[src/common/cpu_consts.svh]
/*
 * Widths and sizes of the pipelined RV32I subset core.
 * Included by the package and by blocks that size arrays or indices.
 */
`ifndef CPU_CONSTS_SVH
`define CPU_CONSTS_SVH

`define CPU_XLEN      32    // Data and address width
`define CPU_MEM_WORDS 256   // Unified memory depth, 1 KiB
`define CPU_MEM_AW    8     // Word index, byte address bits 9:2
`define CPU_NUM_REGS  32    // Architectural registers x0..x31

`endif

[src/common/cpu_pkg.sv]
/*
 * Shared types of the core: operation codes, control bits and the
 * payloads carried by the four stage registers.
 */
`default_nettype none

`include "cpu_consts.svh"

package cpu_pkg;

    typedef logic [`CPU_XLEN-1:0]             word_t;     // Data, address or instruction
    typedef logic [$clog2(`CPU_NUM_REGS)-1:0] reg_idx_t;  // Register number

    // Operation selected for execute
    typedef enum logic [2:0] {
        OP_ADD   = 3'd0,    // ADD and ADDI
        OP_SUB   = 3'd1,
        OP_AND   = 3'd2,
        OP_OR    = 3'd3,
        OP_XOR   = 3'd4,
        OP_LOAD  = 3'd5,    // LW, address is rs1 + imm
        OP_STORE = 3'd6     // SW, address is rs1 + imm
    } op_e;

    typedef struct packed {
        op_e  op;
        logic use_imm;      // Operand B taken from the immediate
        logic reg_write;    // Result goes to rd
        logic mem_read;
        logic mem_write;
    } ctrl_t;

    // Fetch to decode
    typedef struct packed {
        logic  valid;
        word_t pc;
        word_t instr;
    } if_id_t;

    // Decode to execute
    typedef struct packed {
        logic     valid;
        ctrl_t    ctrl;
        word_t    pc;
        word_t    rs1_data;
        word_t    rs2_data;
        word_t    imm;
        reg_idx_t rd;
    } id_ex_t;

    // Execute to memory
    typedef struct packed {
        logic     valid;
        ctrl_t    ctrl;
        reg_idx_t rd;
        word_t    result;       // ALU value or effective address
        word_t    store_data;
    } ex_mem_t;

    // Memory to write-back
    typedef struct packed {
        logic     valid;
        logic     reg_write;
        reg_idx_t rd;
        word_t    data;
    } mem_wb_t;

endpackage

`default_nettype wire

[src/source/mem_access.sv]
/*
 * Memory stage. Requests the shared port for valid loads and stores,
 * reports stores on the store strobe and forms the write-back payload.
 */
`default_nettype none

module mem_access import cpu_pkg::*; (
    input  wire ex_mem_t i_ex_mem,
    output logic         o_data_req,
    output logic         o_data_we,
    output word_t        o_data_addr,
    output word_t        o_data_wdata,
    input  wire word_t   i_rdata,        // Loaded word, same cycle
    output mem_wb_t      o_mem_wb,
    output logic         o_store_valid,
    output word_t        o_store_addr,
    output word_t        o_store_data
);

    logic is_load;
    logic is_store;

    assign is_load  = i_ex_mem.valid && i_ex_mem.ctrl.mem_read;
    assign is_store = i_ex_mem.valid && i_ex_mem.ctrl.mem_write;

    assign o_data_req   = is_load || is_store;     // Takes the port from fetch
    assign o_data_we    = is_store;
    assign o_data_addr  = i_ex_mem.result;
    assign o_data_wdata = i_ex_mem.store_data;

    assign o_store_valid = is_store;
    assign o_store_addr  = i_ex_mem.result;
    assign o_store_data  = i_ex_mem.store_data;

    always_comb begin
        o_mem_wb.valid     = i_ex_mem.valid;
        o_mem_wb.reg_write = i_ex_mem.valid && i_ex_mem.ctrl.reg_write;
        o_mem_wb.rd        = i_ex_mem.rd;
        o_mem_wb.data      = is_load ? i_rdata : i_ex_mem.result;
    end

endmodule

`default_nettype wire

[config.mk]
export PLATFORM = sky130hd
export DESIGN_NAME = mem_access
export DESIGN_NICKNAME = d
export VERILOG_FILES = /design/src/common/cpu_pkg.sv /design/src/source/mem_access.sv
export VERILOG_INCLUDE_DIRS = /design/src /design/src/common
export SDC_FILE = /design/constraint.sdc
export NUM_CORES = 1
export LEC_CHECK = 0
export ABC_AREA = 1
export BUFFER_PORTS_ARGS = -buffer_cell sky130_fd_sc_hd__buf_4
export CORE_AREA = 2 2 110 112
export DETAILED_ROUTE_END_ITERATION = 8
export DIE_AREA = 0 0 112 114
export GPL_ROUTABILITY_DRIVEN = 0
export SYNTH_ARGS = -nofsm -noshare
export SYNTH_HDL_FRONTEND = slang
export SYNTH_SLANG_ARGS = --single-unit
[constraint.sdc]
create_clock -name vclk -period 0.8
set_input_delay 0 -clock vclk [all_inputs]
set_output_delay 0 -clock vclk [all_outputs]
set_load 0.02 [all_outputs]
==> impl_metrics.yaml <==
status:
  status: "complete, no violations"
die:
  die_x_um: 112
  dieArea_sq_um: 12770
  start_util: 0.1372
  rows: 40
  core_sq_um: 11710
  io_pins: 279
  fp.dieH_um: 114
finish:
  fin_nets: 387
  antenna_cells: 0
  stdcell_count: 423
  post-route-util: 0.1671
  num-clock-buffers: 0
  drive_above_1_share: 0.6739
  area_growth_pct: 21.81
  seq_cells: 0
  register_area_sq_um: 0
synthesis:
  yosys.cell_types.count: 9
  netlist_area_sq_um: 1607
  synth_area_leader_cell: "buf_4"
  netlist.area_leader.share: 0.6449
  synth.top_cells.by_count: "buf_4, nand2_1, nand3_1"
  synth_nets: 357
  synth_most_common_cell: "buf_4"
  yosysWarnings: 0
  ys_seq_area_frac: 0
  netlist_instances: 248
  syn_area_per_cell_sq_um: 6.478
  ys_top_cells_by_area: "buf_4, nand2_1, nand3_1, nand2_2, buf_6"
flow_run:
  maxCapViolCount: 0
min_path:
  hold_class: "in -> out"
critical_path:
  cp-startpoint: "i_ex_mem[70]"
  worstPathArrival_ns: 0.74
  worstPathRequired_ns: 0.80
  cp-end-kind: "primary output"
  worstSetupStartpointType: "primary input"
  worst-path-max-fanout: 14
  crit_type: "in -> out"
  cp-endpoint: "o_mem_wb[18]"
global_route:
  overflow: 0
  grt_pass1_vias: 1275
  grtUsageTotal: 0.07063
  antenna_found_initial: 0
  grt_max_degree: 34
  grt_pass1_wl_mm: 7.265
timing:
  relSlewSlack: 0.8161
  hold_viol: 0
  fin_crit_sh: 0.9215
  setup_viol: 0
  fmax_mhz: 1356
  period_minus_slack_ns: 0.7372
  rsz0062_at_grt: "yes"
  worst_slew_pin_slew_ns: 0.2752
  final_max_slew_viol_count: 0
power_and_ir_drop:
  power.total_mw: 1.483
  p_leak_nw: 1.144
  max-vdd-ir-drop_uv: 221.8
  p_per_area_nw_per_um2: 757.8
routing:
  drcViolationCount: 0
  drt_iter0_markers: 34
  vias: 1475
  via_per_inst: 3.487
  postRouteAntennaNets: 0
  wire_per_inst_um: 12.79
  routed_wl_mm: 5.409
  firstDrtPassIters: 4
place:
  dp_cells: 423
  numPortBuffers: 169
  dp.final_hpwl_mm: 4.509
clock_network:
  post_cts_buffers: 0
## critical path, stage by stage
cell     delay [ns]
buf_4          0.16
buf_4          0.24
nand3_1        0.10
nand2_1        0.09
buf_4          0.14
## cell usage in the layout, fill, tap and decap left out
master / n
nand2_2: 11
nand2_8: 1
nand3_1: 32
nand2_1: 56
inv_1: 2
buf_4: 174
## cell families (layout without fill, tap and decap cells)
group,Yosys count,in the layout,share of synthesized area
buffers and inverters,148,176,0.7157
and+or+nand+nor,100,100,0.2843
## per-stage QoR
step	instance area, sq um	TNS [ns]	setup slack (ns)	hold WS, ns
2_1_floorplan	1607	0	0.1328	0.1126
3_3_place_gp	1954	0	0.08285	0.0001487
3_5_place_dp	1954	0	0.04649	0.0001487
4_1_cts	1954	0	0.04746	0.0001487
5_1_grt	1957	-0.001181	-0.001181	0.00003149
6_report	1957	0	0.06280	0.000008871
## worst min path at each step
stage            startpoint  cells past startpoint              to
5_1_grt        i_ex_mem[64]                      0    o_mem_wb[32]
3_3_place_gp   i_ex_mem[66]                      0    o_mem_wb[34]
2_1_floorplan  i_ex_mem[32]                      1  o_data_addr[0]
4_1_cts        i_ex_mem[66]                      0    o_mem_wb[34]
3_5_place_dp   i_ex_mem[66]                      0    o_mem_wb[34]
6_report       i_ex_mem[64]                      0    o_mem_wb[32]
## power breakdown
| group | switching, mW | internal [mW] |
|---|---|---|
| sequential | 0 | 0 |
| combinational | 0.799 | 0.684 |
| clock | 0 | 0 |
## layout make-up
| cell class | count | area [sq um] |
|---|---|---|
| Fill cell | 1358 | 9754 |
| Tap cell | 147 | 183.9 |
| Multi-Input combinational cell | 100 | 459.2 |
| Timing Repair Buffer | 174 | 1306 |
| Inverter | 2 | 7.507 |
## per-layer routing
| metal | vias up | routed length, um | track usage |
|---|---|---|---|
| li1 | 686 | - | - |
| met1 | 630 | 1508 | 0.05737 |
| met2 | 144 | 3094 | 0.1600 |
| met3 | 15 | 729 | 0.02338 |
| met4 | 0 | 77 | 0.01138 |
| met5 | - | 0 | 0 |
## repair_timing
action | CTS | global route
endpoints found under the hold margin | 0 | 0
hold buffers | 0 | 0
gates resized for setup | 0 | 1
endpoints found under the setup margin | 0 | 2
Note: power is estimated with default switching activity, not from simulation.
