$ cat src/common/cpu_consts.svh
/*
 * Widths and sizes of the pipelined RV32I subset core.
 * Included by the package and by blocks that size arrays or indices.
 */
`ifndef CPU_CONSTS_SVH
`define CPU_CONSTS_SVH

`define CPU_XLEN      32    // Data and address width
`define CPU_MEM_WORDS 256   // Unified memory depth, 1 KiB
`define CPU_MEM_AW    8     // Word index, byte address bits 9:2
`define CPU_NUM_REGS  32    // Architectural registers x0..x31

`endif

$ cat src/common/cpu_pkg.sv
/*
 * Shared types of the core: operation codes, control bits and the
 * payloads carried by the four stage registers.
 */
`default_nettype none

`include "cpu_consts.svh"

package cpu_pkg;

    typedef logic [`CPU_XLEN-1:0]             word_t;     // Data, address or instruction
    typedef logic [$clog2(`CPU_NUM_REGS)-1:0] reg_idx_t;  // Register number

    // Operation selected for execute
    typedef enum logic [2:0] {
        OP_ADD   = 3'd0,    // ADD and ADDI
        OP_SUB   = 3'd1,
        OP_AND   = 3'd2,
        OP_OR    = 3'd3,
        OP_XOR   = 3'd4,
        OP_LOAD  = 3'd5,    // LW, address is rs1 + imm
        OP_STORE = 3'd6     // SW, address is rs1 + imm
    } op_e;

    typedef struct packed {
        op_e  op;
        logic use_imm;      // Operand B taken from the immediate
        logic reg_write;    // Result goes to rd
        logic mem_read;
        logic mem_write;
    } ctrl_t;

    // Fetch to decode
    typedef struct packed {
        logic  valid;
        word_t pc;
        word_t instr;
    } if_id_t;

    // Decode to execute
    typedef struct packed {
        logic     valid;
        ctrl_t    ctrl;
        word_t    pc;
        word_t    rs1_data;
        word_t    rs2_data;
        word_t    imm;
        reg_idx_t rd;
    } id_ex_t;

    // Execute to memory
    typedef struct packed {
        logic     valid;
        ctrl_t    ctrl;
        reg_idx_t rd;
        word_t    result;       // ALU value or effective address
        word_t    store_data;
    } ex_mem_t;

    // Memory to write-back
    typedef struct packed {
        logic     valid;
        logic     reg_write;
        reg_idx_t rd;
        word_t    data;
    } mem_wb_t;

endpackage

`default_nettype wire

$ cat src/source/execute_unit.sv
/*
 * Execute stage: ALU for the register and immediate operations and
 * effective address for loads and stores. rs2 goes on as store data.
 */
`default_nettype none

module execute_unit import cpu_pkg::*; (
    input  wire id_ex_t i_id_ex,
    output ex_mem_t     o_ex_mem
);

    word_t op_a;
    word_t op_b;

    assign op_a = i_id_ex.rs1_data;
    assign op_b = i_id_ex.ctrl.use_imm ? i_id_ex.imm : i_id_ex.rs2_data;

    always_comb begin
        o_ex_mem.valid      = i_id_ex.valid;
        o_ex_mem.ctrl       = i_id_ex.ctrl;
        o_ex_mem.rd         = i_id_ex.rd;
        o_ex_mem.store_data = i_id_ex.rs2_data;     // SW value
        case (i_id_ex.ctrl.op)
            OP_SUB:  o_ex_mem.result = op_a - op_b;
            OP_AND:  o_ex_mem.result = op_a & op_b;
            OP_OR:   o_ex_mem.result = op_a | op_b;
            OP_XOR:  o_ex_mem.result = op_a ^ op_b;
            default: o_ex_mem.result = op_a + op_b; // ADD, ADDI, LW and SW address
        endcase
    end

endmodule

`default_nettype wire

$ cat config.mk
export PLATFORM = sky130hd
export DESIGN_NAME = execute_unit
export DESIGN_NICKNAME = d
export VERILOG_FILES = /design/src/common/cpu_pkg.sv /design/src/source/execute_unit.sv
export VERILOG_INCLUDE_DIRS = /design/src /design/src/common
export SDC_FILE = /design/constraint.sdc
export NUM_CORES = 1
export LEC_CHECK = 0
export ABC_AREA = 1
export BUFFER_PORTS_ARGS = -buffer_cell sky130_fd_sc_hd__buf_2
export CAP_MARGIN = 20
export CORE_ASPECT_RATIO = 1.25
export CORE_UTILIZATION = 35
export DETAILED_ROUTE_END_ITERATION = 16
export GPL_ROUTABILITY_DRIVEN = 0
export PLACE_DENSITY_LB_ADDON = 0.12
export SLEW_MARGIN = 20
export SYNTH_ARGS = -nofsm -noshare
export SYNTH_HDL_FRONTEND = slang
export SYNTH_SLANG_ARGS = --single-unit
$ cat constraint.sdc
create_clock -name vclk -period 7.5
set_clock_uncertainty 0.05 [all_clocks]
set_input_delay 0.375 -clock vclk [all_inputs]
set_output_delay 0.375 -clock vclk [all_outputs]
set_load 0.005 [all_outputs]
==> impl_summary.txt <==
----------------------------------------------------
[Status]
  Run status ... finished, final reports clean

[Power]
  Leakage dissipation ... 4.05 nW
  VDD IR-drop max ... 37.2 µV
  Power per cell area ... 87.8 nW/µm²

[Clock network]
  Post-CTS sizing ... 0
  Setup Buffers After CTS ... 0
  Hold_buf cts ... 0

[Timing]
  Normalized max-slew margin ... 36.2%
  Final worst setup slack ... 2720 ps
  Final worst path period need ... 4780 ps
  Maximum achievable frequency ... 209 MHz
  Part of the cycle the worst path needs ... 63.7%
  Total Neg Setup Slack ... 0 ps
  Transition time of the tightest slew-check pin ... 955 ps
  Setup repair after global routing missed its margin ... false
  Final hold vios ... 0
  Setup violation total in the final timing report ... 0
  Worst hold slack across all endpoints ... 700 ps
  Max Slew Vio Count ... 0

[Global route]
  Maximum number of pins on one net before global-route repair ... 66
  Residual overflow from global routing ... 0
  First-pass GRT wire length ... 31,400 µm
  Overall global routing resource usage ... 22.4%
  Number of global-route vias before repair ... 6,180
  Number of antenna violations at the first check in global routing ... 0

[Yosys]
  Mapped Avg Cell Area ... 5.42 µm²
  Sequential-to-total area share from yosys stat ... 0%
  Combinational family with the most area after synthesis ... simple AND/OR/NAND/NOR gates
  Number of distinct library cell variants in the gate-level netlist after synthesis ... 37
  Synthesized instance count ... 1,095
  Count of yosys warnings during synthesis ... 0
  Post-synthesis compound-gate area fraction ... 13.7%
  Post-Synth XOR/XNOR Area ... 5.76%
  Post-Synthesis Net Count ... 1,333
  Post-synthesis share of cell area spent on full adders, half adders and majority gates ... 20.6%
  Synthesized-area fraction occupied by and/or/nand/nor cells ... 41.1%
  Cell area after synthesis ... 5930 µm²
  Mux contribution to synthesized area ... 0%

[Route]
  Avg WL per Cell ... 14.2 µm
  Avg Vias per Cell ... 4.75
  Initial drt markers ... 419
  DRC violations left ... 0
  Wire length after detailed routing ... 20,100 µm
  Residual antenna-violating net count after detailed routing ... 0
  Drt first pass iters ... 5
  Vias after detailed routing ... 6,716

[Worst setup path]
  CP max FO ... 42
  Largest delay contributor family on the critical path ... simple AND/OR/NAND/NOR gates
  Data required, critical path ... 7070 ps
  Critical path launch point type ... primary input
  Setup CP Type ... primary input to output port
  Sort of element at the end of the critical path ... output port
  Max stage delay on crit path ... 470 ps
  CP Depth ... 25
  Slowest library cell on the worst path ... inv_2
  CP Data Arrival Time ... 4350 ps
  Critical path's most frequent cell ... nand2_1
  Number of buffers and inverters on the critical path ... 3

[Placement]
  Detailed Place HPWL ... 17,300 µm
  Worst slack at placement ... 2730 ps
  Count of buffers from port buffering ... 168

[Final layout]
  Sequential cell count ... 0
  Synth-to-Final Area Change ... 11.2%
  Final-layout clock buffer total ... 0
  Register area ... 0 µm²
  Fraction of layout cells with a size suffix above 1 ... 18.9%
  Core occupancy in the finished layout ... 40.2%
  Net count reported at finish ... 1,439
  Number of diodes ... 0

[Floorplan]
  Top-level port count ... 218
  Die height ... 148 µm
  Number of standard-cell rows in the floorplan ... 52
  Initial cell density of the core ... 36.2%
  Die width ... 118 µm
  Area inside the core boundary ... 16,400 µm²
  Die Area ... 17,500 µm²

[Run]
  MaxCap Viol Count ... 0

[Worst hold path]
  Path category of the worst min-delay check ... primary input to output port
  Number of cells traversed by the worst hold path ... 0
  Hold Path End ... o_ex_mem[65]
  Startpoint of the tightest hold check path ... i_id_ex[1]

----------------------------------------------------
stage by stage:
step	cells	power [W]	area, µm²
floorplan	1095	0.000394	5930
global placement	1415	0.000573	6590
CTS	1415	0.000579	6590
detailed placement	1415	0.000576	6590
global route	1415	0.000654	6590
finish	1415	0.000579	6590
placed cells by master (no fill, tap or decap), drive strengths merged:
| cell | Yosys | final |
|---|---|---|
| nand4 | 7 | 7 |
| o211ai | 1 | 1 |
| nor4 | 1 | 1 |
| o21a | 2 | 2 |
| and3 | 1 | 1 |
| buf | 58 | 173 |
| a221oi | 18 | 18 |
| a21oi | 37 | 37 |
| inv | 165 | 165 |
| clkinv | 1 | 1 |
| a21o | 6 | 6 |
| nand2 | 401 | 401 |
| a21boi | 1 | 1 |
| xnor2 | 2 | 2 |
| ha | 96 | 96 |
| o21bai | 4 | 4 |
| nor2 | 127 | 127 |
| nand3 | 35 | 35 |
| o21ai | 53 | 53 |
| o2111ai | 9 | 9 |
| nand3b | 1 | 1 |
| xor2 | 37 | 37 |
| or2 | 3 | 3 |
| fa | 1 | 1 |
| nor3 | 17 | 17 |
power breakdown:
group          switching (W)  leakage, nW  internal [W]  total, W
Clock                      0            0             0         0
Combinational       0.000368         4.05      0.000211  0.000579
Sequential                 0            0             0         0
how the worst max path moves through the flow:
stage / startpoint / end / slack [ps]
after detailed placement: i_id_ex[136] / o_ex_mem[63] / 2730
final: i_id_ex[136] / o_ex_mem[63] / 2720
after CTS: i_id_ex[136] / o_ex_mem[63] / 2720
after floorplan: i_id_ex[136] / o_ex_mem[63] / 4070
after global placement: i_id_ex[136] / o_ex_mem[53] / 2740
after global routing: i_id_ex[136] / o_ex_mem[63] / 2230
cells in the mapped netlist, types with 2 or more instances:
library cell	number	share of area [%]
o21ai_2	5	0.74
nand3_1	34	2.9
nor2_1	117	7.4
buf_6	9	1.7
o21ai_1	12	1.0
nand2_2	24	2.5
a21o_1	6	0.76
a221oi_1	18	2.7
inv_1	158	10
or2_2	3	0.32
o21a_1	2	0.25
o21bai_1	4	0.51
xnor2_1	2	0.30
nor3_2	2	0.34
o2111ai_1	9	1.3
nor2_2	8	0.84
xor2_1	37	5.5
nor3_1	15	1.3
clkbuf_1	11	0.70
ha_1	96	20
buf_2	3	0.25
a21oi_1	37	3.1
inv_2	7	0.44
nor2_4	2	0.38
buf_4	45	5.7
nand2_1	377	24
o21ai_0	36	3.0
nand4_1	7	0.74
metal layers:
metal / routed length, µm / up-vias / GRT usage (%)
met1: 10000 / 2934 / 32.3
met3: 766 / 12 / 0.502
li1: - / 3601 / -
met5: 0 / - / 0
met2: 9140 / 169 / 38.6
met4: 187 / 0 / 1.96
area by class of cell:
class	count	area, µm²
well taps	216	270
repair buffers	173	878
fillers	1967	9800
multi-input cells	860	4820
inverters	166	623
logic make-up (layout without fill, tap and decap cells):
group           count (synthesis)  after routing
compound gates                131            131
fa+ha+maj                      97             97
simple gates                  593            593
xor+xnor                       39             39
buf+inv                       235            339
No activity file was read; power rests on OpenSTA's default activity.
