$ cat config.mk
export PLATFORM = sky130hd
export DESIGN_NAME = fetch_unit
export DESIGN_NICKNAME = d
export VERILOG_FILES = /design/src/common/cpu_pkg.sv /design/src/source/fetch_unit.sv
export VERILOG_INCLUDE_DIRS = /design/src /design/src/common
export SDC_FILE = /design/constraint.sdc
export NUM_CORES = 1
export LEC_CHECK = 0
export ABC_AREA = 1
export BUFFER_PORTS_ARGS = -buffer_cell sky130_fd_sc_hd__buf_2
export CAP_MARGIN = 15
export CORE_AREA = 10 10 93 75
export DETAILED_ROUTE_END_ITERATION = 16
export DIE_AREA = 0 0 103 85
export MAX_ROUTING_LAYER = met4
export PLACE_DENSITY = 0.87
export REMOVE_ABC_BUFFERS = 1
export SYNTH_ARGS = -nofsm -noshare
export SYNTH_HDL_FRONTEND = slang
export SYNTH_SLANG_ARGS = --single-unit
$ cat constraint.sdc
create_clock -name clk -period 1.9 [get_ports clk]
set_input_delay 0.285 -clock clk [delete_from_list [all_inputs] [get_ports clk]]
set_output_delay 0.285 -clock clk [all_outputs]
set_load 0.05 [all_outputs]
$ cat src/common/cpu_consts.svh
/*
 * Widths and sizes of the pipelined RV32I subset core.
 * Included by the package and by blocks that size arrays or indices.
 */
`ifndef CPU_CONSTS_SVH
`define CPU_CONSTS_SVH

`define CPU_XLEN      32    // Data and address width
`define CPU_MEM_WORDS 256   // Unified memory depth, 1 KiB
`define CPU_MEM_AW    8     // Word index, byte address bits 9:2
`define CPU_NUM_REGS  32    // Architectural registers x0..x31

`endif

$ cat src/common/cpu_pkg.sv
/*
 * Shared types of the core: operation codes, control bits and the
 * payloads carried by the four stage registers.
 */
`default_nettype none

`include "cpu_consts.svh"

package cpu_pkg;

    typedef logic [`CPU_XLEN-1:0]             word_t;     // Data, address or instruction
    typedef logic [$clog2(`CPU_NUM_REGS)-1:0] reg_idx_t;  // Register number

    // Operation selected for execute
    typedef enum logic [2:0] {
        OP_ADD   = 3'd0,    // ADD and ADDI
        OP_SUB   = 3'd1,
        OP_AND   = 3'd2,
        OP_OR    = 3'd3,
        OP_XOR   = 3'd4,
        OP_LOAD  = 3'd5,    // LW, address is rs1 + imm
        OP_STORE = 3'd6     // SW, address is rs1 + imm
    } op_e;

    typedef struct packed {
        op_e  op;
        logic use_imm;      // Operand B taken from the immediate
        logic reg_write;    // Result goes to rd
        logic mem_read;
        logic mem_write;
    } ctrl_t;

    // Fetch to decode
    typedef struct packed {
        logic  valid;
        word_t pc;
        word_t instr;
    } if_id_t;

    // Decode to execute
    typedef struct packed {
        logic     valid;
        ctrl_t    ctrl;
        word_t    pc;
        word_t    rs1_data;
        word_t    rs2_data;
        word_t    imm;
        reg_idx_t rd;
    } id_ex_t;

    // Execute to memory
    typedef struct packed {
        logic     valid;
        ctrl_t    ctrl;
        reg_idx_t rd;
        word_t    result;       // ALU value or effective address
        word_t    store_data;
    } ex_mem_t;

    // Memory to write-back
    typedef struct packed {
        logic     valid;
        logic     reg_write;
        reg_idx_t rd;
        word_t    data;
    } mem_wb_t;

endpackage

`default_nettype wire

$ cat src/source/fetch_unit.sv
/*
 * Program counter and instruction request. The PC moves on only when
 * the fetch is granted and decode does not interlock.
 */
`default_nettype none

module fetch_unit import cpu_pkg::*; (
    input  wire logic  clk,
    input  wire logic  i_reset,
    input  wire logic  i_grant,        // Memory port free this cycle
    input  wire logic  i_stall,        // Decode interlock
    input  wire word_t i_rdata,        // Instruction word
    output word_t      o_fetch_addr,
    output if_id_t     o_if_id,
    output logic       o_if_en         // IF/ID load enable
);

    word_t pc;
    logic  advance;

    assign advance = i_grant && !i_stall;

    always_ff @(posedge clk) begin
        if (i_reset) begin
            pc <= '0;
        end else if (advance) begin
            pc <= pc + word_t'(4);
        end
    end

    assign o_fetch_addr = pc;

    // Denied fetch becomes a bubble in IF/ID
    always_comb begin
        o_if_id = '0;
        if (i_grant) begin
            o_if_id.valid = 1'b1;
            o_if_id.pc    = pc;
            o_if_id.instr = i_rdata;
        end
    end

    assign o_if_en = !i_stall;          // Interlock holds IF/ID over denial

endmodule

`default_nettype wire

==> results of run 1 <==
critical path, cell delays in order, from the launching register on:
cell and delay (ns):
dfxtp_1 0.40, ha_1 0.22, clkinvlp_4 0.14, nor2_4 0.16, nand3_4 0.16, nor2_8 0.15, nand2_1 0.09, nand2_1 0.08
nand2_1 0.05, nor2_1 0.08
Yosys cell counts:
library cell  count
inv_1            88
clkinvlp_4        1
nor2_2            4
nor3b_1           1
o21ai_0           5
o21bai_1          2
a21oi_1          14
clkbuf_1          7
and3_1            2
nand3_2           1
nand3b_1          1
nor2_4            7
nand2_1         120
nor2_1           35
ha_1              1
buf_4             5
nand2_8           1
nor4_1            1
clkinv_1          2
nand2_4           1
nor3_1            8
buf_6             2
conb_1            1
xor2_1            2
nand4_1           2
xnor2_1           1
o21a_1            2
nor2_8            2
o21ai_1           3
inv_2             3
nand3_1          16
dfxtp_1          30
nand3_4           2
final timing paths:
kind,to,slack (ns),depth (start not counted)
max,o_fetch_addr[24]$_SDFFE_PP0P_,0.30,9
min,o_fetch_addr[29]$_SDFFE_PP0P_,0.35,2
max reg2reg,o_fetch_addr[24]$_SDFFE_PP0P_,0.30,9
min reg2reg,o_fetch_addr[17]$_SDFFE_PP0P_,0.52,2
metrics by stage:
stage | cell area, um2 | std cells | setup WS (ns)
3_5_place_dp | 2880 | 556 | 0.326
4_1_cts | 3020 | 564 | 0.311
2_1_floorplan | 2120 | 362 | 0.0492
3_3_place_gp | 2880 | 556 | 0.386
6_report | 3020 | 564 | 0.295
5_1_grt | 3020 | 564 | 0.135
cells by family after synthesis:
logic type	after synthesis
and+or+nand+nor	204
xor gates and xnor gates	3
adders and majority gates	1
buffers and inverters	108
other	1
DFF	30
AOI/OAI and AO/OA	26
power breakdown:
| part | total [W] | switching [W] | internal (W) |
|---|---|---|---|
| clock | 0.000819 | 0.000260 | 0.000559 |
| combinational | 0.000347 | 0.000265 | 0.0000824 |
| sequential | 0.000637 | 0.00000442 | 0.000632 |
cell type report:
class / instances / area share
timing repair buffer: 132 / 0.225
clock inverter: 2 / 0.0199
inverter: 94 / 0.118
multi-input combinational: 238 / 0.385
clock buffer: 6 / 0.0273
sequential: 30 / 0.199
tap: 62 / 0.0257
metal layers:
| layer | vias to the layer above | track usage |
|---|---|---|
| met2 | 143 | 0.270 |
| met3 | 10 | 0.0656 |
| met5 | - | - |
| met1 | 1097 | 0.186 |
| li1 | 1348 | - |
| met4 | 0 | 0.0479 |
==> impl_metrics.toml, run 1 <==
[outcome]
status = "finished clean"

[worst_hold_path]
hp-start = "i_reset"
min_path_type = "primary input to flip-flop"

[synthesis]
synthCells = 373
synth_top_area_frac = 0.274
yosys.area_share.simple = 0.441
muxShareOfSynthArea = 0
ys_seq_area_frac = 0.274
synthAdderAreaFrac = 0.00570
synth_compound_area_frac = 0.0639
postSynthAreaPerCell_um2 = 5.88
yosysUniqueCellTypes = 33
ys_warn_count = 0
synthXorXnorAreaFrac = 0.0120
netlist_top_cells_area = "dfxtp_1 (27%), nand2_1 (21%), inv_1 (15%)"
synth_area_mm2 = 0.00219
synth_top_cell_by_area = "dfxtp_1"
synth_seq_cells = 30
synth_top_family_by_area = "simple AND/OR/NAND/NOR gates"

[die]
die_h_um = 85
io_pins = 134
initial_core_util = 0.424
die-area_mm2 = 0.00876
core-area_mm2 = 0.00518
dieWidth_um = 103
rows = 23

[drt]
drc = 0
wl_met3_um = 833
met1_length_um = 2980
vias_per_cell = 4.61
postRouteAntennaNets = 0
wl_um = 7210
vias = 2598
routed.top_layer = "met4"
wl_met2_um = 3310
drt-wirelength-per-cell_um = 12.8
drtIter0Drc = 250
drt-pass1-iter-count = 5

[clock_tree]
cts-htree-levels = 2
clock_latency_ns = 0.29
cts_tree = "built"
cts_buffers = 5
cts_root_buf = "clkbuf_8"
cts_setup_buffers = 0
postCtsHoldBufs = 0
clock_path_buffers = 2
ctsResizeCount = 0
clock_sinks = 30
cts.reportedPaths.clkPinSlew_ns = 0.07

[timing]
timing.final.max_slew_violations = 0
holdWs_ns = 0.345
skew_ns = 0.00645
rsz0062_at_grt = "false"
max_freq_mhz = 623
setup_violations = 0
timing.setup.tns_ns = 0
finalCriticalPeriod_ns = 1.60
hold_viol_final = 0
timing.final.crit_share = 0.845

[cells_and_area]
seq_area_um2 = 601
num-nets-final = 538
final_util = 0.583
fillers = 483
final_cell_mix = "buf_2 (129), nand2_1 (120), inv_1 (88)"
area_growth_pct = 37.6
multi_input_area_mm2 = 0.00116
layout_commonest_cell = "buf_2"
diodes = 0
final_layout_size_suffix_gt1_frac = 0.323
largest_reg_flops = 30

[worst_setup_path]
crit_arrival_ns = 1.83
crit_fanout = 7
crit_required_ns = 2.13
crit_start = "o_fetch_addr[2]$_SDFFE_PP0P_"
rr_startpoint = "o_fetch_addr[2]$_SDFFE_PP0P_"
end_kind = "flip-flop"
startpoint_type = "flip-flop"
critPathKind = "flip-flop to flip-flop"

[placement]
portBuffers = 129
gp_congestion = 0.910
hpwl_um = 5920

[grt]
grt_pass1_wl_um = 11600
track_usage = 0.167
grt_max_degree = 44
grt_overflow = 0
grt_antenna_before_repair = 0
grt_pass1_vias = 2587

[pwr]
p_leak_nw = 2.01
powerDensity_mw_per_mm2 = 597
ir_drop_v = 0.000308
p_total_w = 0.00180

[run]
max-cap-violations = 0
Power figures use the tool's default switching activity.
==> inputs of run 2 (changes only) <==
CORE_AREA = 10 10 98 78   (was 10 10 93 75)
DIE_AREA = 0 0 108 88   (was 0 0 103 85)
PLACE_DENSITY = 0.83   (was 0.87)
clock period = 1.31 ns   (was 1.9 ns; I/O delays follow)
==> impl_metrics.toml, run 2 (same netlist as run 1, synthesis figures left out) <==
[outcome]
status = "complete, but fails checks"
violations = "negative setup slack"

[die]
core-area_mm2 = 0.00574
die_h_um = 88
rows = 24
die-area_mm2 = 0.00950
dieWidth_um = 108
initial_core_util = 0.383
io_pins = 134

[grt]
grt_pass1_vias = 2771
grt_overflow = 0
grt_antenna_before_repair = 0
grt_pass1_wl_um = 12600
track_usage = 0.166
grt_max_degree = 43

[pwr]
ir_drop_v = 0.000421
powerDensity_mw_per_mm2 = 682
p_total_w = 0.00244
p_leak_nw = 2.23

[drt]
drt-pass1-iter-count = 4
vias_per_cell = 4.47
drc = 0
wl_um = 8200
postRouteAntennaNets = 0
drt-wirelength-per-cell_um = 13.3
drtIter0Drc = 223
vias = 2762

[timing]
holdWs_ns = 0.284
skew_ns = 0.00385
rsz0062_at_grt = "true"
hold_viol_final = 0
finalCriticalPeriod_ns = 1.43
timing.final.max_slew_violations = 0
setup_violations = 20
setup_slack_ns = -0.116
max_freq_mhz = 701
timing.final.crit_share = 1.09

[clock_tree]
clock_sinks = 30
cts.reportedPaths.clkPinSlew_ns = 0.07
cts_root_buf = "clkbuf_8"
postCtsHoldBufs = 0
cts-htree-levels = 2
cts_buffers = 5
clock_latency_ns = 0.29
cts_tree = "built"
clock_path_buffers = 2

[worst_setup_path]
crit_required_ns = 1.52
crit_family = "buffers and inverters"
cp_cell_sequence = "ha_4 -> clkinvlp_4 -> nor2_4 -> nand3_4 -> buf_4 -> buf_4 -> a21oi_1"
startpoint_type = "flip-flop"
cpMostUsedCell = "buf_4"
cp_slowest_cell = "dfxtp_4"
end_kind = "flip-flop"
r2r_slack_ns = -0.12
crit_fanout = 5
crit_arrival_ns = 1.64
critPathKind = "flip-flop to flip-flop"
cp_num_buf_inv = 3
max_stage_delay_ns = 0.37

[cells_and_area]
final_cell_mix = "nand2_1 (116), buf_2 (100), inv_1 (87)"
num-nets-final = 577
layout_commonest_cell = "nand2_1"
largest_reg_flops = 30
final_layout_size_suffix_gt1_frac = 0.448
final_util = 0.624
area_growth_pct = 63.1
diodes = 0

[placement]
hpwl_um = 6330
gp_congestion = 0.898
pre_cts_ws_ns = -0.145
portBuffers = 129

[worst_hold_path]
min_path_type = "primary input to flip-flop"

[run]
max-cap-violations = 0
-- run 2: changes by cell type in the layout (fill, tap and decap cells not counted), moves of 5 or more --
cell,delta
buf_2,-29
buf_4,+47
buf_6,+16
clkbuf_4,+5
dfxtp_1,-19
dfxtp_2,+18
-- run 2: repair_timing --
action | 4_1_cts | 5_1_grt
gates resized for setup | 40 | 55
setup buffers | 3 | 4
endpoints found under the setup margin | 48 | 55
gates cloned | 0 | 0
pin swaps | 6 | 15
-- run 2: worst min-delay path, cell delays in order --
cell     delay (ns)
buf_2          0.08
inv_2          0.07
a21oi_1        0.13
nor2_1         0.06
-- run 2: per-layer routing --
metal / vias up / share of wire / global-route usage
met5: - / 0 / -
met3: 10 / 0.096 / 0.0646
met4: 0 / 0.011 / 0.0351
met2: 136 / 0.47 / 0.271
met1: 1201 / 0.43 / 0.189
li1: 1415 / - / -
-- run 2: report_power, final --
group	internal, W	switching [W]	leakage, nW	total [W]
Clock	0.000608	0.000374	0.0573	0.000982
Sequential	0.000917	0.00000601	0.252	0.000923
Combinational	0.000139	0.000397	1.92	0.000536
Total	0.00166	0.000777	2.23	0.00244
-- run 2: path summary, 6_finish.rpt --
| check | from | to | cells after the start |
|---|---|---|---|
| worst min register to register | o_fetch_addr[30]$_SDFFE_PP0P_ | o_fetch_addr[30]$_SDFFE_PP0P_ | 2 |
| worst max register to register | o_fetch_addr[3]$_SDFFE_PP0P_ | o_fetch_addr[12]$_SDFFE_PP0P_ | 7 |
| worst min-delay path | i_stall | o_fetch_addr[3]$_SDFFE_PP0P_ | 4 |
| worst max-delay path | o_fetch_addr[3]$_SDFFE_PP0P_ | o_fetch_addr[12]$_SDFFE_PP0P_ | 7 |
-- run 2: through the flow --
step | cells | instance area, um2 | TNS [ns]
floorplan | 362 | 2120 | -9.94
finish | 618 | 3580 | -1.42
CTS | 614 | 3390 | -0.666
global route | 618 | 3580 | -3.53
detailed placement | 604 | 3140 | -1.53
global placement | 604 | 3140 | -0.700
-- run 2: cell type report --
cell class / count / area, um2
Fill cell: 486 / 2160
Multi-Input combinational cell: 238 / 1280
Timing Repair Buffer: 171 / 1110
Sequential cell: 30 / 627
Inverter: 94 / 357
Tap cell: 78 / 97.6
Clock buffer: 6 / 82.6
Clock inverter: 1 / 30.0
