## src/common/cpu_consts.svh

```systemverilog
/*
 * Widths and sizes of the pipelined RV32I subset core.
 * Included by the package and by blocks that size arrays or indices.
 */
`ifndef CPU_CONSTS_SVH
`define CPU_CONSTS_SVH

`define CPU_XLEN      32    // Data and address width
`define CPU_MEM_WORDS 256   // Unified memory depth, 1 KiB
`define CPU_MEM_AW    8     // Word index, byte address bits 9:2
`define CPU_NUM_REGS  32    // Architectural registers x0..x31

`endif

```

## src/common/cpu_pkg.sv

```systemverilog
/*
 * Shared types of the core: operation codes, control bits and the
 * payloads carried by the four stage registers.
 */
`default_nettype none

`include "cpu_consts.svh"

package cpu_pkg;

    typedef logic [`CPU_XLEN-1:0]             word_t;     // Data, address or instruction
    typedef logic [$clog2(`CPU_NUM_REGS)-1:0] reg_idx_t;  // Register number

    // Operation selected for execute
    typedef enum logic [2:0] {
        OP_ADD   = 3'd0,    // ADD and ADDI
        OP_SUB   = 3'd1,
        OP_AND   = 3'd2,
        OP_OR    = 3'd3,
        OP_XOR   = 3'd4,
        OP_LOAD  = 3'd5,    // LW, address is rs1 + imm
        OP_STORE = 3'd6     // SW, address is rs1 + imm
    } op_e;

    typedef struct packed {
        op_e  op;
        logic use_imm;      // Operand B taken from the immediate
        logic reg_write;    // Result goes to rd
        logic mem_read;
        logic mem_write;
    } ctrl_t;

    // Fetch to decode
    typedef struct packed {
        logic  valid;
        word_t pc;
        word_t instr;
    } if_id_t;

    // Decode to execute
    typedef struct packed {
        logic     valid;
        ctrl_t    ctrl;
        word_t    pc;
        word_t    rs1_data;
        word_t    rs2_data;
        word_t    imm;
        reg_idx_t rd;
    } id_ex_t;

    // Execute to memory
    typedef struct packed {
        logic     valid;
        ctrl_t    ctrl;
        reg_idx_t rd;
        word_t    result;       // ALU value or effective address
        word_t    store_data;
    } ex_mem_t;

    // Memory to write-back
    typedef struct packed {
        logic     valid;
        logic     reg_write;
        reg_idx_t rd;
        word_t    data;
    } mem_wb_t;

endpackage

`default_nettype wire

```

## src/source/mem_arbiter.sv

```systemverilog
/*
 * Fixed-priority access to the unified memory port.
 * Load port first, then the memory stage, then instruction fetch.
 */
`default_nettype none

`include "cpu_consts.svh"

module mem_arbiter import cpu_pkg::*; (
    input  wire logic                  i_load_we,     // Preload, only while in reset
    input  wire word_t                 i_load_addr,   // Byte address
    input  wire word_t                 i_load_data,
    input  wire logic                  i_data_req,    // Load or store from memory stage
    input  wire logic                  i_data_we,
    input  wire word_t                 i_data_addr,
    input  wire word_t                 i_data_wdata,
    input  wire word_t                 i_fetch_addr,  // PC
    output logic                       o_fetch_grant,
    output word_t                      o_rdata,       // Shared by both requesters
    output logic                       o_mem_we,
    output logic [`CPU_MEM_AW-1:0]     o_mem_addr,
    output word_t                      o_mem_wdata,
    input  wire word_t                 i_mem_rdata
);

    always_comb begin
        o_mem_we    = 1'b0;
        o_mem_addr  = i_fetch_addr[`CPU_MEM_AW+1:2];   // Fetch when idle
        o_mem_wdata = i_data_wdata;
        if (i_load_we) begin
            o_mem_we    = 1'b1;
            o_mem_addr  = i_load_addr[`CPU_MEM_AW+1:2];
            o_mem_wdata = i_load_data;
        end else if (i_data_req) begin
            o_mem_we    = i_data_we;
            o_mem_addr  = i_data_addr[`CPU_MEM_AW+1:2];
        end
    end

    assign o_fetch_grant = !i_load_we && !i_data_req;   // Fetch loses any contention
    assign o_rdata       = i_mem_rdata;

endmodule

`default_nettype wire

```

## config.mk

```make
export PLATFORM = sky130hd
export DESIGN_NAME = mem_arbiter
export DESIGN_NICKNAME = d
export VERILOG_FILES = /design/src/common/cpu_pkg.sv /design/src/source/mem_arbiter.sv
export VERILOG_INCLUDE_DIRS = /design/src /design/src/common
export SDC_FILE = /design/constraint.sdc
export NUM_CORES = 1
export LEC_CHECK = 0
export ABC_AREA = 1
export BUFFER_PORTS_ARGS = -buffer_cell sky130_fd_sc_hd__buf_2
export CAP_MARGIN = 20
export CORE_AREA = 2 2 105 107
export DETAILED_ROUTE_END_ITERATION = 16
export DIE_AREA = 0 0 107 109
export PLACE_DENSITY = 0.55
export SYNTH_ARGS = -nofsm -noshare
export SYNTH_HDL_FRONTEND = slang
export SYNTH_SLANG_ARGS = --single-unit
```

## constraint.sdc

```tcl
create_clock -name vclk -period 1.1
set_input_delay 0.33 -clock vclk [all_inputs]
set_output_delay 0.33 -clock vclk [all_outputs]
set_load 0.02 [all_outputs]
```

==> impl_metrics.yaml, run 1 <==
grt:
  grt_pass1_wl_um: 6250
  grt_pass1_vias: 1389
  grt_max_degree: 15
  antenna_found_initial: 0
  grt_usage_pct: 6.43
  grt.overflow.total: 0
logic_synthesis:
  yosys-top-cells-count: "130 x nand2_1, 36 x buf_4, 17 x inv_1"
  synth_area_per_cell_um2: 4.77
  synth_top_area_share_pct: 51.5
  synth_area_leaders: "nand2_1 51%, buf_4 28%, inv_1 6.7%"
  synth_cell_types: 9
  synth_cells: 199
  synth.net_count: 394
  ys_seq_area_share_pct: 0
  yosysWarnings: 0
  yosys.area.top_type: "nand2_1"
  syn-cell-area_um2: 948
  yosysMostFrequentCell: "nand2_1"
power_and_ir_drop:
  pwr-share-seq_pct: 0
  power_mw: 1.07
  combPwrFrac_pct: 100.0
  switchingPower_uw: 529
  power.density_nw_per_um2: 461
  leakagePower_nw: 1.31
  swShare_pct: 49.4
  p_clk_share_pct: 0
  intPower_uw: 542
  peakVddDrop_mv: 0.156
status:
  status: "finished with violations"
  violations: "negative setup slack"
sta:
  relSlewSlack_pct: 92.8
  finalCriticalPeriod_ns: 1.27
  holdWs_ns: 0.660
  fmax_ghz: 0.788
  worst_pin_slew_ns: 0.107
  slew_viol_final: 0
  fin_crit_sh_pct: 115
  finalSetupViolCount: 42
  hold_violations: 0
  rsz0062_at_grt: "yes"
  fin_ws_ns: -0.169
final_layout:
  n_antenna_cell: 0
  seq_cells: 0
  finalNetCount: 501
  fin_util_pct: 21.9
  ff_latch_area_um2: 0
  final_layout_size_suffix_gt1_share_pct: 78.0
  nClkBuffers: 0
  syn2layout_area_growth_pct: 145
min_path:
  hold_start: "i_mem_rdata[4]"
  min_path_cells: 0
  hp-class: "input pin to output pin"
  holdPathEnd: "o_rdata[4]"
route:
  vias: 1482
  dr.pass1.iters: 2
  drc: 0
  postRouteAntennaNets: 0
  viasPerCell: 3.34
  detail_route.iter0.violations: 58
  wire_per_inst_um: 9.62
  wl_um: 4270
floorplanning:
  start_util_pct: 8.95
  core-area_um2: 10600
  fp.dieArea_um2: 11700
  die_w_um: 107
  die_y_um: 109
  rows: 38
  ios: 269
clock_tree:
  cts_setup_buffers: 0
critical_path:
  worstSetupPathType: "input pin to output pin"
  worstPathRequired_ns: 0.77
  end_kind: "output pin"
  arrival_ns: 0.94
  path_max_fanout: 7
  crit_path_start_kind: "input pin"
run:
  cap_violations: 0
placement:
  dp_slack_ns: -0.305
  port_buffers: 133
  gp_congestion: 0.640
  hpwlAfterDp_um: 3130
-- worst max-delay path, cell delays in order --
cell	delay, ns
buf_16	0.13
clkinv_16	0.08
buf_12	0.14
nand3_2	0.08
nand2_2	0.05
buf_6	0.12
-- cell usage in the layout, fill, tap and decap left out, drive strengths merged --
cell type    n
buf        147
nor2         1
nand3        8
nand2      130
clkinv       1
inv         17
-- timing repair --
| action | in CTS | in global routing |
|---|---|---|
| pin swaps | 2 | 10 |
| gates cloned | 2 | 0 |
| endpoints found under the setup margin | 42 | 42 |
| gates resized for setup | 108 | 37 |
| hold buffers | 0 | 0 |
-- logic make-up (layout without fill, tap and decap cells) --
family | count (synthesis) | count (layout) | synth area share, %
simple gates | 139 | 139 | 57.1
buf+inv | 60 | 165 | 42.9
-- power groups by stage --
stage	clock network [mW]	logic (mW)	registers, mW
after floorplan	0	0.624	0
after global placement	0	0.795	0
after detailed placement	0	0.794	0
after CTS	0	1.03	0
after global routing	0	1.16	0
final	0	1.07	0
-- layout make-up --
class / instances / area [µm²]
fill: 1212 / 8280
inverter: 18 / 96.3
multi-input combinational: 139 / 902
tap: 140 / 175
timing repair buffer: 147 / 1150
-- stage by stage --
step / area [µm²] / cells / TNS, ns
floorplan: 1120 / 199 / -0.769
global placement: 1790 / 442 / -11.21
detailed placement: 1790 / 442 / -11.17
CTS: 2180 / 444 / -6.44
global route: 2320 / 444 / -8.23
finish: 2320 / 444 / -6.45
-- metal layers --
| metal | global-route usage, % | routed length, µm |
|---|---|---|
| met4 | 1.11 | 38 |
| met2 | 12.6 | 2300 |
| met3 | 0.897 | 361 |
| met5 | 0 | 0 |
| met1 | 7.43 | 1570 |
-- worst max-delay path by stage --
stage / end / start / cells after the start
detailed placement: o_mem_wdata[16] / i_load_we / 5
floorplan: o_mem_addr[0] / i_load_we / 5
global placement: o_mem_wdata[16] / i_load_we / 5
finish: o_mem_addr[7] / i_load_we / 6
CTS: o_mem_addr[3] / i_load_we / 6
global route: o_mem_wdata[13] / i_load_we / 6
Note: power is estimated with default switching activity, not from simulation.
==> run 2, diff against run 1 <==
Settings changed: REMOVE_ABC_BUFFERS set to 1.
==> impl_metrics.yaml, run 2 (synthesis gave the netlist of run 1 again) <==
final_layout:
  fin_util_pct: 23.0
  fill_cells: 1182
  syn2layout_area_growth_pct: 158
  finalNetCount: 500
  final_layout_size_suffix_gt1_share_pct: 79.2
  seq_cells: 0
  layout_commonest_cell: "buf_2"
  nClkBuffers: 0
  ff_latch_area_um2: 0
  final_cell_mix: "89 x buf_2, 56 x nand2_2, 47 x nand2_1"
  multi_input_area_um2: 922
  fin_area_um2: 2440
  n_antenna_cell: 0
floorplanning:
  ios: 269
  core-area_um2: 10600
  start_util_pct: 8.95
  fp.dieArea_um2: 11700
  die_y_um: 109
  die_w_um: 107
  rows: 38
status:
  violations: "negative setup slack"
  status: "finished with violations"
route:
  wire_per_inst_um: 17.0
  drc: 0
  wl_um: 7540
  postRouteAntennaNets: 0
  viasPerCell: 3.48
  vias: 1541
  dr.pass1.iters: 4
  detail_route.iter0.violations: 31
grt:
  grt_pass1_vias: 1508
  grt.overflow.total: 0
  grt_max_degree: 12
  antenna_found_initial: 0
  grt_usage_pct: 12.0
  grt_pass1_wl_um: 9900
critical_path:
  end_kind: "output pin"
  crit_path_start_kind: "input pin"
  worstSetupPathType: "input pin to output pin"
  worstPathRequired_ns: 0.77
  path_max_fanout: 7
  arrival_ns: 0.91
power_and_ir_drop:
  intPower_uw: 575
  combPwrFrac_pct: 100.0
  power.density_nw_per_um2: 477
  peakVddDrop_mv: 0.150
  pwr-share-seq_pct: 0
  leakagePower_nw: 1.41
  switchingPower_uw: 591
  p_clk_share_pct: 0
  swShare_pct: 50.7
sta:
  slew_viol_final: 0
  finalSetupViolCount: 42
  fmax_ghz: 0.805
  fin_ws_ns: -0.142
  hold_violations: 0
  rsz0062_at_grt: "yes"
  worst_pin_slew_ns: 0.179
  fin_crit_sh_pct: 113
  finalCriticalPeriod_ns: 1.24
  relSlewSlack_pct: 88.0
  setup_tns_ns: -3.99
run:
  cap_violations: 0
min_path:
  hp-class: "input pin to output pin"
  min_path_cells: 0
placement:
  gp_congestion: 0.659
  port_buffers: 133
  placed_area_um2: 1520
  hpwlAfterDp_um: 5250
run 2: worst paths after layout:
path | endpoint | slack, ns | startpoint
worst max-delay path | o_mem_wdata[14] | -0.14 | i_load_we
worst min-delay path | o_rdata[4] | 0.66 | i_mem_rdata[4]
run 2: repair_timing:
item,4_1_cts,5_1_grt
gates cloned,9,0
pin swaps,28,20
gates resized for setup,205,32
buffers inserted,0,0
setup endpoints to repair,42,42
hold buffers,0,0
run 2: area by class of cell:
cell class / count / area share [%]
timing repair buffer: 143 / 49.0
multi-input combinational: 139 / 37.7
tap: 140 / 7.17
inverter: 18 / 3.64
timing repair inverter: 3 / 2.46
run 2: layer usage:
layer / global-route usage, % / share of wire, %
met3: 4.06 / 12
met1: 11.9 / 31
met2: 21.9 / 51
met4: 6.68 / 6.3
met5: 0 / 0
run 2: power groups by stage:
stage	Clock [mW]	Sequential, mW	Combinational [mW]
3_5_place_dp	0	0	0.694
6_report	0	0	1.17
2_1_floorplan	0	0	0.323
4_1_cts	0	0	1.13
3_3_place_gp	0	0	0.696
5_1_grt	0	0	1.25
run 2: metrics by stage:
stage	instances	power [mW]	hold slack (ns)	worst slack, ns
after floorplan	157	0.323	0.660	0.0481
after global placement	435	0.696	0.660	-0.322
after detailed placement	435	0.694	0.660	-0.323
after CTS	443	1.13	0.660	-0.144
after global routing	443	1.25	0.660	-0.168
final	443	1.17	0.660	-0.142
run 2: critical path, stage by stage:
cell and delay (ns):
buf_16 0.19, buf_16 0.17, nand2_2 0.05, nand2_2 0.06, buf_6 0.11
==> run 3, diff against run 2 <==
Settings changed: GPL_TIMING_DRIVEN set to 0.
==> impl_metrics.yaml, run 3 (synthesis gave the netlist of run 1 again) <==
status:
  status: "finished with violations"
  violations: "negative setup slack"
sta:
  holdWs_ns: 0.660
  fmax_ghz: 0.765
  rsz0062_at_grt: "yes"
  finalCriticalPeriod_ns: 1.31
  finalSetupViolCount: 41
  hold_violations: 0
  fin_ws_ns: -0.208
  fin_crit_sh_pct: 119
  slew_viol_final: 0
  worst_pin_slew_ns: 0.172
  relSlewSlack_pct: 88.5
floorplanning:
  fp.dieArea_um2: 11700
  core-area_um2: 10600
  ios: 269
  start_util_pct: 8.95
  die_y_um: 109
  die_w_um: 107
  rows: 38
critical_path:
  end_kind: "output pin"
  crit_buf_inv: 3
  critical_path_cell_count: 6
  arrival_ns: 0.98
  worstSetupPathType: "input pin to output pin"
  cp_cell_sequence: "buf_12 > clkinvlp_4 > nand2_1 > nand3_2 > nand2_2 > buf_6"
  cpLargestDelayFamily: "buffers and inverters"
  worstPathRequired_ns: 0.77
  path_max_fanout: 8
  max_stage_delay_ns: 0.17
  crit_path_start_kind: "input pin"
  crit_slowest_cell: "clkinvlp_4"
power_and_ir_drop:
  switchingPower_uw: 594
  p_clk_share_pct: 0
  combPwrFrac_pct: 100.0
  intPower_uw: 547
  leakagePower_nw: 1.42
  power.density_nw_per_um2: 474
  pwr-share-seq_pct: 0
  peakVddDrop_mv: 0.201
  swShare_pct: 52.1
grt:
  grt_usage_pct: 12.3
  grt_pass1_wl_um: 10100
  antenna_found_initial: 0
  grt.overflow.total: 0
  grt_max_degree: 22
  grt_pass1_vias: 1529
min_path:
  min_path_cells: 0
  hp-class: "input pin to output pin"
placement:
  port_buffers: 133
  hpwlAfterDp_um: 5030
  gp_congestion: 0.673
  placed_area_um2: 1460
route:
  drc: 0
  wl_um: 7700
  vias: 1581
  postRouteAntennaNets: 0
  dr.pass1.iters: 4
  detail_route.iter0.violations: 61
  wire_per_inst_um: 17.3
  viasPerCell: 3.55
final_layout:
  multi_input_area_um2: 902
  final_cell_mix: "91 x buf_2, 58 x nand2_1, 40 x buf_6"
  fill_cells: 1182
  fin_area_um2: 2410
  n_antenna_cell: 0
  final_layout_size_suffix_gt1_share_pct: 74.4
  layout_commonest_cell: "buf_2"
  nClkBuffers: 0
  seq_cells: 0
  ff_latch_area_um2: 0
  finalNetCount: 502
  fin_util_pct: 22.7
  syn2layout_area_growth_pct: 154
clock_tree:
  ctsHoldBuffers: 0
run:
  cap_violations: 0
==> run 3: area by class of cell <==
cell class                 instances  area share, %
timing repair inverter             7           5.67
multi-input combinational        139           37.5
inverter                          18           3.64
timing repair buffer             141           45.9
tap                              140           7.28
==> run 3: path summary, 6_finish.rpt <==
kind,startpoint,to,slack (ns)
worst max-delay path,i_data_req,o_mem_addr[2],-0.21
worst min-delay path,i_mem_rdata[5],o_rdata[5],0.66
==> run 3: layer usage <==
metal,up-vias,routed length (µm),global-route usage [%]
met3,18,846,4.00
met5,-,0,0
met4,0,478,7.70
li1,772,-,-
met1,674,2310,11.3
met2,117,4060,23.5
==> run 3: power groups by stage <==
stage          sequential [mW]  clock (mW)  combinational [mW]
2_1_floorplan                0           0               0.323
3_3_place_gp                 0           0               0.668
3_5_place_dp                 0           0               0.667
4_1_cts                      0           0                1.12
5_1_grt                      0           0                1.23
6_report                     0           0                1.14
==> run 3: through the flow <==
stage	worst slack [ns]	power [mW]	instances	setup TNS, ns
finish	-0.208	1.14	445	-2.46
global route	-0.292	1.23	445	-3.92
CTS	-0.266	1.12	445	-2.93
detailed placement	-0.905	0.667	430	-34.56
global placement	-0.928	0.668	430	-35.33
floorplan	0.0481	0.323	157	0
==> run 3: timing repair <==
action	CTS	global route
setup buffers	4	0
endpoints found under the hold margin	0	0
endpoints found under the setup margin	42	42
pin swaps	31	31
gates resized for setup	204	20
gates cloned	11	0
